File: src/mipsPkg.sv
//==========================================================================
// MIPS32 subset only: word-addressed data memory, no immediate arithmetic
//==========================================================================
`default_nettype none

package mipsPkg;

  // basic widths
  typedef logic [31:0] word_t;
  typedef logic [4:0]  regAddr_t;
  // data memory word address, aluResult[8:2]
  typedef logic [6:0]  memAddr_t;
  typedef logic [3:0]  aluOp_t;

  // instruction fields
  typedef logic [5:0]  opcode_t;
  typedef logic [5:0]  funct_t;
  typedef logic [15:0] imm_t;
  typedef logic [25:0] target_t;

  //========================================================================
  // alu operation codes
  //========================================================================
  localparam aluOp_t ALU_AND  = 4'b0000;
  localparam aluOp_t ALU_OR   = 4'b0001;
  localparam aluOp_t ALU_ADD  = 4'b0010;
  localparam aluOp_t ALU_SUB  = 4'b0110;
  localparam aluOp_t ALU_SLT  = 4'b0111;
  // result forced to zero
  localparam aluOp_t ALU_NONE = 4'b1111;

  //========================================================================
  // opcodes and function codes
  //========================================================================
  localparam opcode_t OP_RTYPE = 6'b000000;
  localparam opcode_t OP_LW    = 6'b100011;
  localparam opcode_t OP_SW    = 6'b101011;
  localparam opcode_t OP_BEQ   = 6'b000100;
  localparam opcode_t OP_J     = 6'b000010;
  localparam opcode_t OP_JAL   = 6'b000011;

  localparam funct_t FN_ADD = 6'b100000;
  localparam funct_t FN_SUB = 6'b100010;
  localparam funct_t FN_AND = 6'b100100;
  localparam funct_t FN_OR  = 6'b100101;
  localparam funct_t FN_SLT = 6'b101010;
  localparam funct_t FN_JR  = 6'b001000;

  // jal return address register
  localparam regAddr_t LINK_REG = 5'd31;
  localparam word_t    RESET_PC = 32'h0000_0000;

endpackage

`default_nettype wire

File: src/aluUnit.sv
//==========================================================================
// slt is signed; zero flag reflects any operation result
//==========================================================================
`timescale 1ns/10ps
`default_nettype none

module aluUnit
  import mipsPkg::*;
(
  input  word_t  rsData,
  input  word_t  rtData,
  input  imm_t   imm,
  input  wire    aluSrc,
  input  aluOp_t aluOp,
  output word_t  aluResult,
  output logic   zero
);

  word_t immExt;
  word_t opB;

  // sign extend for lw/sw offsets
  assign immExt = {{16{imm[15]}}, imm};
  // second operand, register or immediate
  assign opB = aluSrc ? immExt : rtData;

  always_comb begin
    case (aluOp)
      ALU_AND: aluResult = rsData & opB;
      ALU_OR:  aluResult = rsData | opB;
      ALU_ADD: aluResult = rsData + opB;
      ALU_SUB: aluResult = rsData - opB;
      // two's complement compare
      ALU_SLT: aluResult = {31'd0, $signed(rsData) < $signed(opB)};
      default: aluResult = '0;
    endcase
  end

  // used by beq
  assign zero = (aluResult == '0);

endmodule

`default_nettype wire

File: src/controlDecode.sv
//==========================================================================
// unknown opcode or function code decodes as a no-op
//==========================================================================
`timescale 1ns/10ps
`default_nettype none

module controlDecode
  import mipsPkg::*;
(
  input  word_t  instr,
  output logic   regDst,
  output logic   aluSrc,
  output logic   memToReg,
  output logic   regWrite,
  output logic   memWrite,
  output logic   memAccess,
  output logic   branch,
  output logic   jump,
  output logic   link,
  output logic   regJump,
  output aluOp_t aluOp
);

  opcode_t opcode;
  funct_t  funct;
  aluOp_t  fnOp;
  logic    fnWrite;
  logic    fnJr;

  assign opcode = instr[31:26];
  assign funct  = instr[5:0];

  //========================================================================
  // r-type function decode
  //========================================================================
  always_comb begin
    fnOp    = ALU_NONE;
    fnWrite = 1'b0;
    fnJr    = 1'b0;
    case (funct)
      FN_ADD: begin
        fnOp    = ALU_ADD;
        fnWrite = 1'b1;
      end
      FN_SUB: begin
        fnOp    = ALU_SUB;
        fnWrite = 1'b1;
      end
      FN_AND: begin
        fnOp    = ALU_AND;
        fnWrite = 1'b1;
      end
      FN_OR: begin
        fnOp    = ALU_OR;
        fnWrite = 1'b1;
      end
      FN_SLT: begin
        fnOp    = ALU_SLT;
        fnWrite = 1'b1;
      end
      // jr writes nothing, alu idle
      FN_JR: fnJr = 1'b1;
      default: fnOp = ALU_NONE;
    endcase
  end

  //========================================================================
  // main control
  //========================================================================
  always_comb begin
    // defaults give a no-op
    regDst    = 1'b0;
    aluSrc    = 1'b0;
    memToReg  = 1'b0;
    regWrite  = 1'b0;
    memWrite  = 1'b0;
    memAccess = 1'b0;
    branch    = 1'b0;
    jump      = 1'b0;
    link      = 1'b0;
    regJump   = 1'b0;
    aluOp     = ALU_NONE;
    case (opcode)
      OP_RTYPE: begin
        regDst   = 1'b1;
        regWrite = fnWrite;
        regJump  = fnJr;
        aluOp    = fnOp;
      end
      OP_LW: begin
        // base plus offset
        aluSrc    = 1'b1;
        memToReg  = 1'b1;
        regWrite  = 1'b1;
        memAccess = 1'b1;
        aluOp     = ALU_ADD;
      end
      OP_SW: begin
        aluSrc    = 1'b1;
        memWrite  = 1'b1;
        memAccess = 1'b1;
        aluOp     = ALU_ADD;
      end
      OP_BEQ: begin
        // equality through zero flag
        branch = 1'b1;
        aluOp  = ALU_SUB;
      end
      OP_J: jump = 1'b1;
      OP_JAL: begin
        jump     = 1'b1;
        link     = 1'b1;
        regWrite = 1'b1;
      end
      default: aluOp = ALU_NONE;
    endcase
  end

endmodule

`default_nettype wire

File: src/memWriteback.sv
//==========================================================================
// active-low strobes; memory read data expected in the same cycle
//==========================================================================
`timescale 1ns/10ps
`default_nettype none

module memWriteback
  import mipsPkg::*;
(
  input  wire      memAccess,
  input  wire      memWrite,
  input  wire      memToReg,
  input  wire      regDst,
  input  wire      link,
  input  word_t    aluResult,
  input  word_t    rtData,
  input  word_t    memRdata,
  input  word_t    pcPlus4,
  input  regAddr_t rtAddr,
  input  regAddr_t rdAddr,
  output logic     cen,
  output logic     wen,
  output logic     oen,
  output memAddr_t memAddr,
  output word_t    memWdata,
  output regAddr_t wrAddr,
  output word_t    wrData
);

  // chip enable for lw and sw only
  assign cen = ~memAccess;
  assign wen = ~(memAccess & memWrite);
  // output enable only on reads
  assign oen = ~(memAccess & ~memWrite);

  // byte address to word address
  assign memAddr  = aluResult[8:2];
  assign memWdata = rtData;

  // write-back data, jal first
  assign wrData = link ? pcPlus4 : (memToReg ? memRdata : aluResult);
  // destination register
  assign wrAddr = link ? LINK_REG : (regDst ? rdAddr : rtAddr);

endmodule

`default_nettype wire

File: src/pcUnit.sv
//==========================================================================
// no delay slot; jump beats taken branch, which beats jr
//==========================================================================
`timescale 1ns/10ps
`default_nettype none

module pcUnit
  import mipsPkg::*;
(
  input  wire     clk,
  input  wire     rst,
  input  wire     branch,
  input  wire     zero,
  input  wire     jump,
  input  wire     regJump,
  input  imm_t    imm,
  input  target_t target,
  input  word_t   rsData,
  output word_t   pc,
  output word_t   pcPlus4
);

  word_t branchOffset;
  word_t branchTarget;
  word_t jumpTarget;
  logic  branchTaken;

  // sequential address
  assign pcPlus4 = pc + 32'd4;

  // sign extend then scale to bytes
  assign branchOffset = {{14{imm[15]}}, imm, 2'b00};
  assign branchTarget = pcPlus4 + branchOffset;
  // region bits kept from pc+4
  assign jumpTarget   = {pcPlus4[31:28], target, 2'b00};
  // beq taken only on equal operands
  assign branchTaken  = branch & zero;

  always_ff @(posedge clk or negedge rst) begin
    if (!rst) begin
      pc <= RESET_PC;
    end else if (jump) begin
      pc <= jumpTarget;
    end else if (branchTaken) begin
      pc <= branchTarget;
    end else if (regJump) begin
      // jr target taken as is
      pc <= rsData;
    end else begin
      pc <= pcPlus4;
    end
  end

endmodule

`default_nettype wire

File: src/regFile.sv
//==========================================================================
// register zero reads as zero, writes to it are dropped
//==========================================================================
`timescale 1ns/10ps
`default_nettype none

module regFile
  import mipsPkg::*;
(
  input  wire      clk,
  input  wire      rst,
  input  wire      regWrite,
  input  regAddr_t rsAddr,
  input  regAddr_t rtAddr,
  input  regAddr_t wrAddr,
  input  word_t    wrData,
  output word_t    rsData,
  output word_t    rtData
);

  // no storage behind register zero
  word_t regs [1:31];

  always_ff @(posedge clk or negedge rst) begin
    if (!rst) begin
      for (int i = 1; i < 32; i++) begin
        regs[i] <= '0;
      end
    end else if (regWrite && (wrAddr != 5'd0)) begin
      regs[wrAddr] <= wrData;
    end
  end

  // combinational read ports
  // no bypass, a write shows after the edge
  assign rsData = (rsAddr == 5'd0) ? '0 : regs[rsAddr];
  assign rtData = (rtAddr == 5'd0) ? '0 : regs[rtAddr];

endmodule

`default_nettype wire

File: src/singleCycleMips.sv
//==========================================================================
// instr must be valid combinationally from instrAddr; one instruction/cycle
//==========================================================================
`timescale 1ns/10ps
`default_nettype none

module singleCycleMips
  import mipsPkg::*;
(
  input  wire      clk,
  input  wire      rst,
  output word_t    instrAddr,
  input  word_t    instr,
  input  word_t    memRdata,
  output word_t    memWdata,
  output memAddr_t memAddr,
  output logic     cen,
  output logic     wen,
  output logic     oen,
  output word_t    regWriteData
);

  //========================================================================
  // instruction fields
  //========================================================================
  regAddr_t rsAddr;
  regAddr_t rtAddr;
  regAddr_t rdAddr;
  imm_t     imm;
  target_t  target;

  assign rsAddr = instr[25:21];
  assign rtAddr = instr[20:16];
  assign rdAddr = instr[15:11];
  assign imm    = instr[15:0];
  assign target = instr[25:0];

  // control levels
  logic   regDst;
  logic   aluSrc;
  logic   memToReg;
  logic   regWrite;
  logic   memWrite;
  logic   memAccess;
  logic   branch;
  logic   jump;
  logic   link;
  logic   regJump;
  aluOp_t aluOp;

  // datapath
  word_t    pc;
  word_t    pcPlus4;
  word_t    rsData;
  word_t    rtData;
  word_t    aluResult;
  logic     zero;
  regAddr_t wrAddr;
  word_t    wrData;

  assign instrAddr    = pc;
  // observation port
  assign regWriteData = wrData;

  //========================================================================
  // blocks
  //========================================================================
  pcUnit uPc (
    .clk     (clk),
    .rst     (rst),
    .branch  (branch),
    .zero    (zero),
    .jump    (jump),
    .regJump (regJump),
    .imm     (imm),
    .target  (target),
    .rsData  (rsData),
    .pc      (pc),
    .pcPlus4 (pcPlus4)
  );

  controlDecode uDecode (
    .instr     (instr),
    .regDst    (regDst),
    .aluSrc    (aluSrc),
    .memToReg  (memToReg),
    .regWrite  (regWrite),
    .memWrite  (memWrite),
    .memAccess (memAccess),
    .branch    (branch),
    .jump      (jump),
    .link      (link),
    .regJump   (regJump),
    .aluOp     (aluOp)
  );

  regFile uRegs (
    .clk      (clk),
    .rst      (rst),
    .regWrite (regWrite),
    .rsAddr   (rsAddr),
    .rtAddr   (rtAddr),
    .wrAddr   (wrAddr),
    .wrData   (wrData),
    .rsData   (rsData),
    .rtData   (rtData)
  );

  aluUnit uAlu (
    .rsData    (rsData),
    .rtData    (rtData),
    .imm       (imm),
    .aluSrc    (aluSrc),
    .aluOp     (aluOp),
    .aluResult (aluResult),
    .zero      (zero)
  );

  // memory strobes and write-back select
  memWriteback uMemWb (
    .memAccess (memAccess),
    .memWrite  (memWrite),
    .memToReg  (memToReg),
    .regDst    (regDst),
    .link      (link),
    .aluResult (aluResult),
    .rtData    (rtData),
    .memRdata  (memRdata),
    .pcPlus4   (pcPlus4),
    .rtAddr    (rtAddr),
    .rdAddr    (rdAddr),
    .cen       (cen),
    .wen       (wen),
    .oen       (oen),
    .memAddr   (memAddr),
    .memWdata  (memWdata),
    .wrAddr    (wrAddr),
    .wrData    (wrData)
  );

endmodule

`default_nettype wire

File: config.mk
export PLATFORM = sky130hd
export DESIGN_NAME = singleCycleMips
export DESIGN_NICKNAME = d
export VERILOG_FILES = /design/src/mipsPkg.sv /design/src/aluUnit.sv /design/src/controlDecode.sv /design/src/memWriteback.sv /design/src/pcUnit.sv /design/src/regFile.sv /design/src/singleCycleMips.sv
export SDC_FILE = /design/constraint.sdc
export NUM_CORES = 2
export LEC_CHECK = 0
export ABC_CLOCK_PERIOD_IN_PS = 6450
export BUFFER_PORTS_ARGS = -buffer_cell sky130_fd_sc_hd__clkbuf_2
export CAP_MARGIN = 20
export CELL_PAD_IN_SITES_DETAIL_PLACEMENT = 1
export CELL_PAD_IN_SITES_GLOBAL_PLACEMENT = 1
export CORE_ASPECT_RATIO = 1.4
export CORE_MARGIN = 2
export CORE_UTILIZATION = 47
export CTS_BUF_LIST = sky130_fd_sc_hd__clkbuf_4
export DETAILED_ROUTE_END_ITERATION = 6
export PLACE_DENSITY_LB_ADDON = 0.1
export SLEW_MARGIN = 20
export SYNTH_ARGS = -nofsm -noshare
export SYNTH_HDL_FRONTEND = slang
export SYNTH_SLANG_ARGS = --single-unit
File: constraint.sdc
create_clock -name clk -period 6.45 [get_ports clk]
set_input_delay 0.645 -clock clk [delete_from_list [all_inputs] [get_ports clk]]
set_output_delay 0.645 -clock clk [all_outputs]
set_load 0.02 [all_outputs]
==> results by group <==
Setup path
  • Critical Path AT: 6.34 ns
  • Slowest-stage cell, CP: mux4_2
  • Worst R2R Setup Slack: about 0.080 ns
  • Delay of the slowest cell on the worst path: 0.48 ns
  • Worst Reg-to-Reg Cells: 24
  • Crit Path Class: reg2out
  • R2r endpoint: uPc.pc[5]
  • Crit end category: primary output
  • Crit path max fanout: 4
  • WP buf/inv: 6
  • Worst R2R Start: uRegs.regs[384]
  • Worst Path Required: 5.80 ns
  • Startpoint Class: register
  • CP delay by family, top: compound AO/OA/AOI/OAI gates
  • Crit path cell chain: mux4_2 -> mux4_2 -> mux2_4 -> and2_4 -> a21o_1 -> buf_4 -> ha_4 -> inv_2 -> fa_2 -> nor2b_4 -> o211ai_4 -> a21oi_4 -> buf_6 -> nor2_1 -> o21a_2 -> a2111oi_4 -> buf_4 -> o41a_1 -> a32oi_2 -> o22a_1 -> a21oi_4 -> inv_4 -> buf_8

Floorplanning
  • Core Area: between 0.1 and 0.15 sq mm
  • Die Area: roughly 0.13 sq mm
  • Cell Rows: around 160
  • Die width: approximately 310 um
  • Io pins: roughly 170
  • Initial Utilization: 0.474
  • Height of the die: roughly 430 um

Routing
  • DRT iter0 DRCs: roughly 4800
  • WL met1: between 90000 and 100000 um
  • Residual DRC: 0
  • WL/cell: ~30 um
  • Highest Signal Layer: met5
  • Met2 wire length: 121000 um
  • Drt first pass iters: 6
  • Total Wirelength: roughly 250000 um
  • Via count: 53700
  • Vias per inst: 6.39
  • Routed wl met3: about 19000 um
  • Post-DRT Antenna Nets: 0

GRT
  • Initial antenna violation count: 13
  • Pin count of the biggest net entering global routing: 157
  • Number of global-route vias before repair: around 57000
  • Gr usage total: 0.381
  • Total global routing overflow: 0
  • First-pass GRT wire length: approximately 370000 um

Timing
  • Least-Margin Pin Slew: approximately 1.2 ns
  • Max Fclk: about 0.14 GHz
  • RSZ-0062 raised after global routing: yes
  • Tcrit/Tclk final: 1.08
  • Minimum clock period: ~7.0 ns
  • Final Hold Vio Count: 0
  • Fin Clk Skew: about 0.12 ns
  • PnR worst setup slack: -0.536 ns
  • Setup violators final: 25
  • Final Max Slew Viols: 0
  • Fin Setup TNS: -8.45 ns
  • Slew headroom: 0.206

Clocking
  • Clk_lat worst skew: 1.33 ns
  • CTS root buf: clkbuf_4
  • Register clock-pin slew on the reported worst setup and hold paths: about 0.070 ns
  • CTS tree: done
  • Clk sinks: 1024
  • Max Root-Sink Buffers: 4
  • Number of buffers created by CTS: ~280
  • Htree depth: 5

Power
  • Power Dens Cells: 201 mW/mm^2
  • Sequential share of power: 0.445
  • Leakage power: about 33 nW
  • Internal power: 10.4 mW
  • Comb power frac: 0.180
  • Switching part of the total: 0.308
  • Net switching power: ~4.6 mW
  • Worst IR drop on VDD: about 0.18 mV
  • Clock power frac: 0.376

Min path
  • Min-Delay Path Depth: 5
  • Hold path endpoint: uRegs.regs[62]
  • Type of the most critical hold path: in2reg
  • Hold Startpoint: memRdata[30]

Logic synthesis
  • Cell with the most instances after synthesis: nand2_1
  • Net Count, Synth: approximately 6000
  • Most common flop cell mapped by yosys: dfrtp_1
  • Top post-synthesis cells by count: nand2_1 (1096), dfrtp_1 (1024), o21ai_0 (1018), mux4_2 (576), clkbuf_1 (443)
  • Post-synthesis cell type count: slightly below 90
  • Ys Warns: 0
  • Share of flip-flops with an asynchronous set or reset: 1.00
  • Mapped Cells: approximately 5800
  • Ranking of synthesized cells by area: dfrtp_1 (42%), mux4_2 (21%), o21ai_0 (8.4%)
  • Register bit count reported by yosys: slightly above 1000
  • Avg Cell Area, Syn: roughly 10 sq um
  • Leading area contributor after synthesis: dfrtp_1
  • Post-synth top area share: 0.423
  • Sequential-to-total area share from yosys stat: 0.423
  • Post-synth EDFFs: 0
  • Synth Cell Area: 0.0606 sq mm

Place
  • Placed cell count: approximately 8000
  • Pre-CTS setup slack: -0.865 ns
  • DP HPWL: between 150000 and 200000 um
  • Port bufs: about 170
  • Gpl congestion: between 1 and 1.5

Layout
  • Layout cells sized above 1: 0.343
  • Area Overhead vs Synth: 22.9%
  • Final nets: between 6000 and 7000
  • Post-route insts no fill: roughly 8400

Outcome
  • Failing checks: negative setup slack
  • Status: finished with violations

Flow run
  • Max Cap Viol: 0
==> metrics by stage <==
step	area [sq um]	hold slack, ns	power, mW	utilization
floorplan	60700	0.349	8.21	-
global placement	68100	0.473	9.26	0.533
detailed placement	68100	0.488	9.30	0.533
CTS	73700	0.0164	15.0	0.576
global route	74500	0.0492	15.6	0.583
finish	74500	0.133	15.0	0.583
==> power groups by stage <==
| stage | registers, mW | clock network, mW | logic (mW) |
|---|---|---|---|
| global route | 6.68 | 6.06 | 2.90 |
| finish | 6.67 | 5.64 | 2.70 |
| CTS | 6.67 | 5.73 | 2.65 |
| floorplan | 6.83 | 0 | 1.38 |
| detailed placement | 6.79 | 0 | 2.51 |
| global placement | 6.78 | 0 | 2.48 |
==> timing repair <==
item | CTS | global route
hold endpoints to repair | 186 | 0
endpoints found under the setup margin | 43 | 30
gates resized for setup | 317 | 111
gates cloned | 0 | 0
buffers inserted | 95 | 36
hold buffers | 28 | 0
pin swaps | 84 | 84
==> layout by cell type (no fill, tap or decap), types with 34 or more instances in the layout <==
cell type,count
dfrtp_1,1024
buf_12,73
nand2_1,1059
buf_4,715
clkbuf_4,378
nor3_1,47
mux2i_1,99
o21ai_0,990
mux2_2,34
mux4_2,576
xnor2_1,46
clkinv_1,49
buf_6,39
a21oi_1,202
ha_1,102
nor2_1,188
inv_1,147
nand3_1,53
clkbuf_2,137
==> worst reg2reg max path: cells and delay by family, from the launching register on <==
family / cells / cell delay [ns]
multiplexers: 3 / 1.30
AND/OR/NAND/NOR: 8 / 2.37
AO/OA/AOI/OAI: 6 / 1.15
flip-flops: 1 / 0.41
adder cells (fa/ha/maj): 2 / 0.37
buffers and inverters: 5 / 0.70
==> cells by family after synthesis <==
family,Yosys count,synth area share
and+or+nand+nor,1588,0.110
muxes,724,0.239
AOI/OAI and AO/OA,1581,0.147
adders and majority gates,129,0.0270
DFF,1024,0.423
buffers and inverters,708,0.0444
xor gates and xnor gates,67,0.00968
==> sequential cells by signal, indices dropped and copies added (netlist names) <==
| name | count |
|---|---|
| uPc.pc | 32 |
| uRegs.regs | 992 |
==> metal layers <==
layer  up-vias  global-route usage
li1      22800                   -
met1     27800               0.470
met2      2319               0.625
met3       733              0.0842
met4        14               0.206
met5         -                   0
==> worst max-delay path by stage <==
stage	startpoint	to	cells after the start
finish	uRegs.regs[384]	regWriteData[30]	23
global route	uRegs.regs[384]	regWriteData[20]	26
CTS	uRegs.regs[384]	regWriteData[30]	23
detailed placement	instr[16]	uPc.pc[5]	23
global placement	instr[16]	regWriteData[29]	23
floorplan	instr[22]	regWriteData[30]	22
==> cell type report <==
type | instances | area [sq um]
multi-input cells | 4089 | 34300
inverters | 172 | 689
fillers | 13700 | 53300
well taps | 1648 | 2060
repair buffers | 1019 | 8620
clock inverters | 62 | 297
clock buffers | 377 | 2830
flip-flops and latches | 1024 | 25600
diodes | 8 | 20.0
Note: power is estimated with default switching activity, not from simulation.
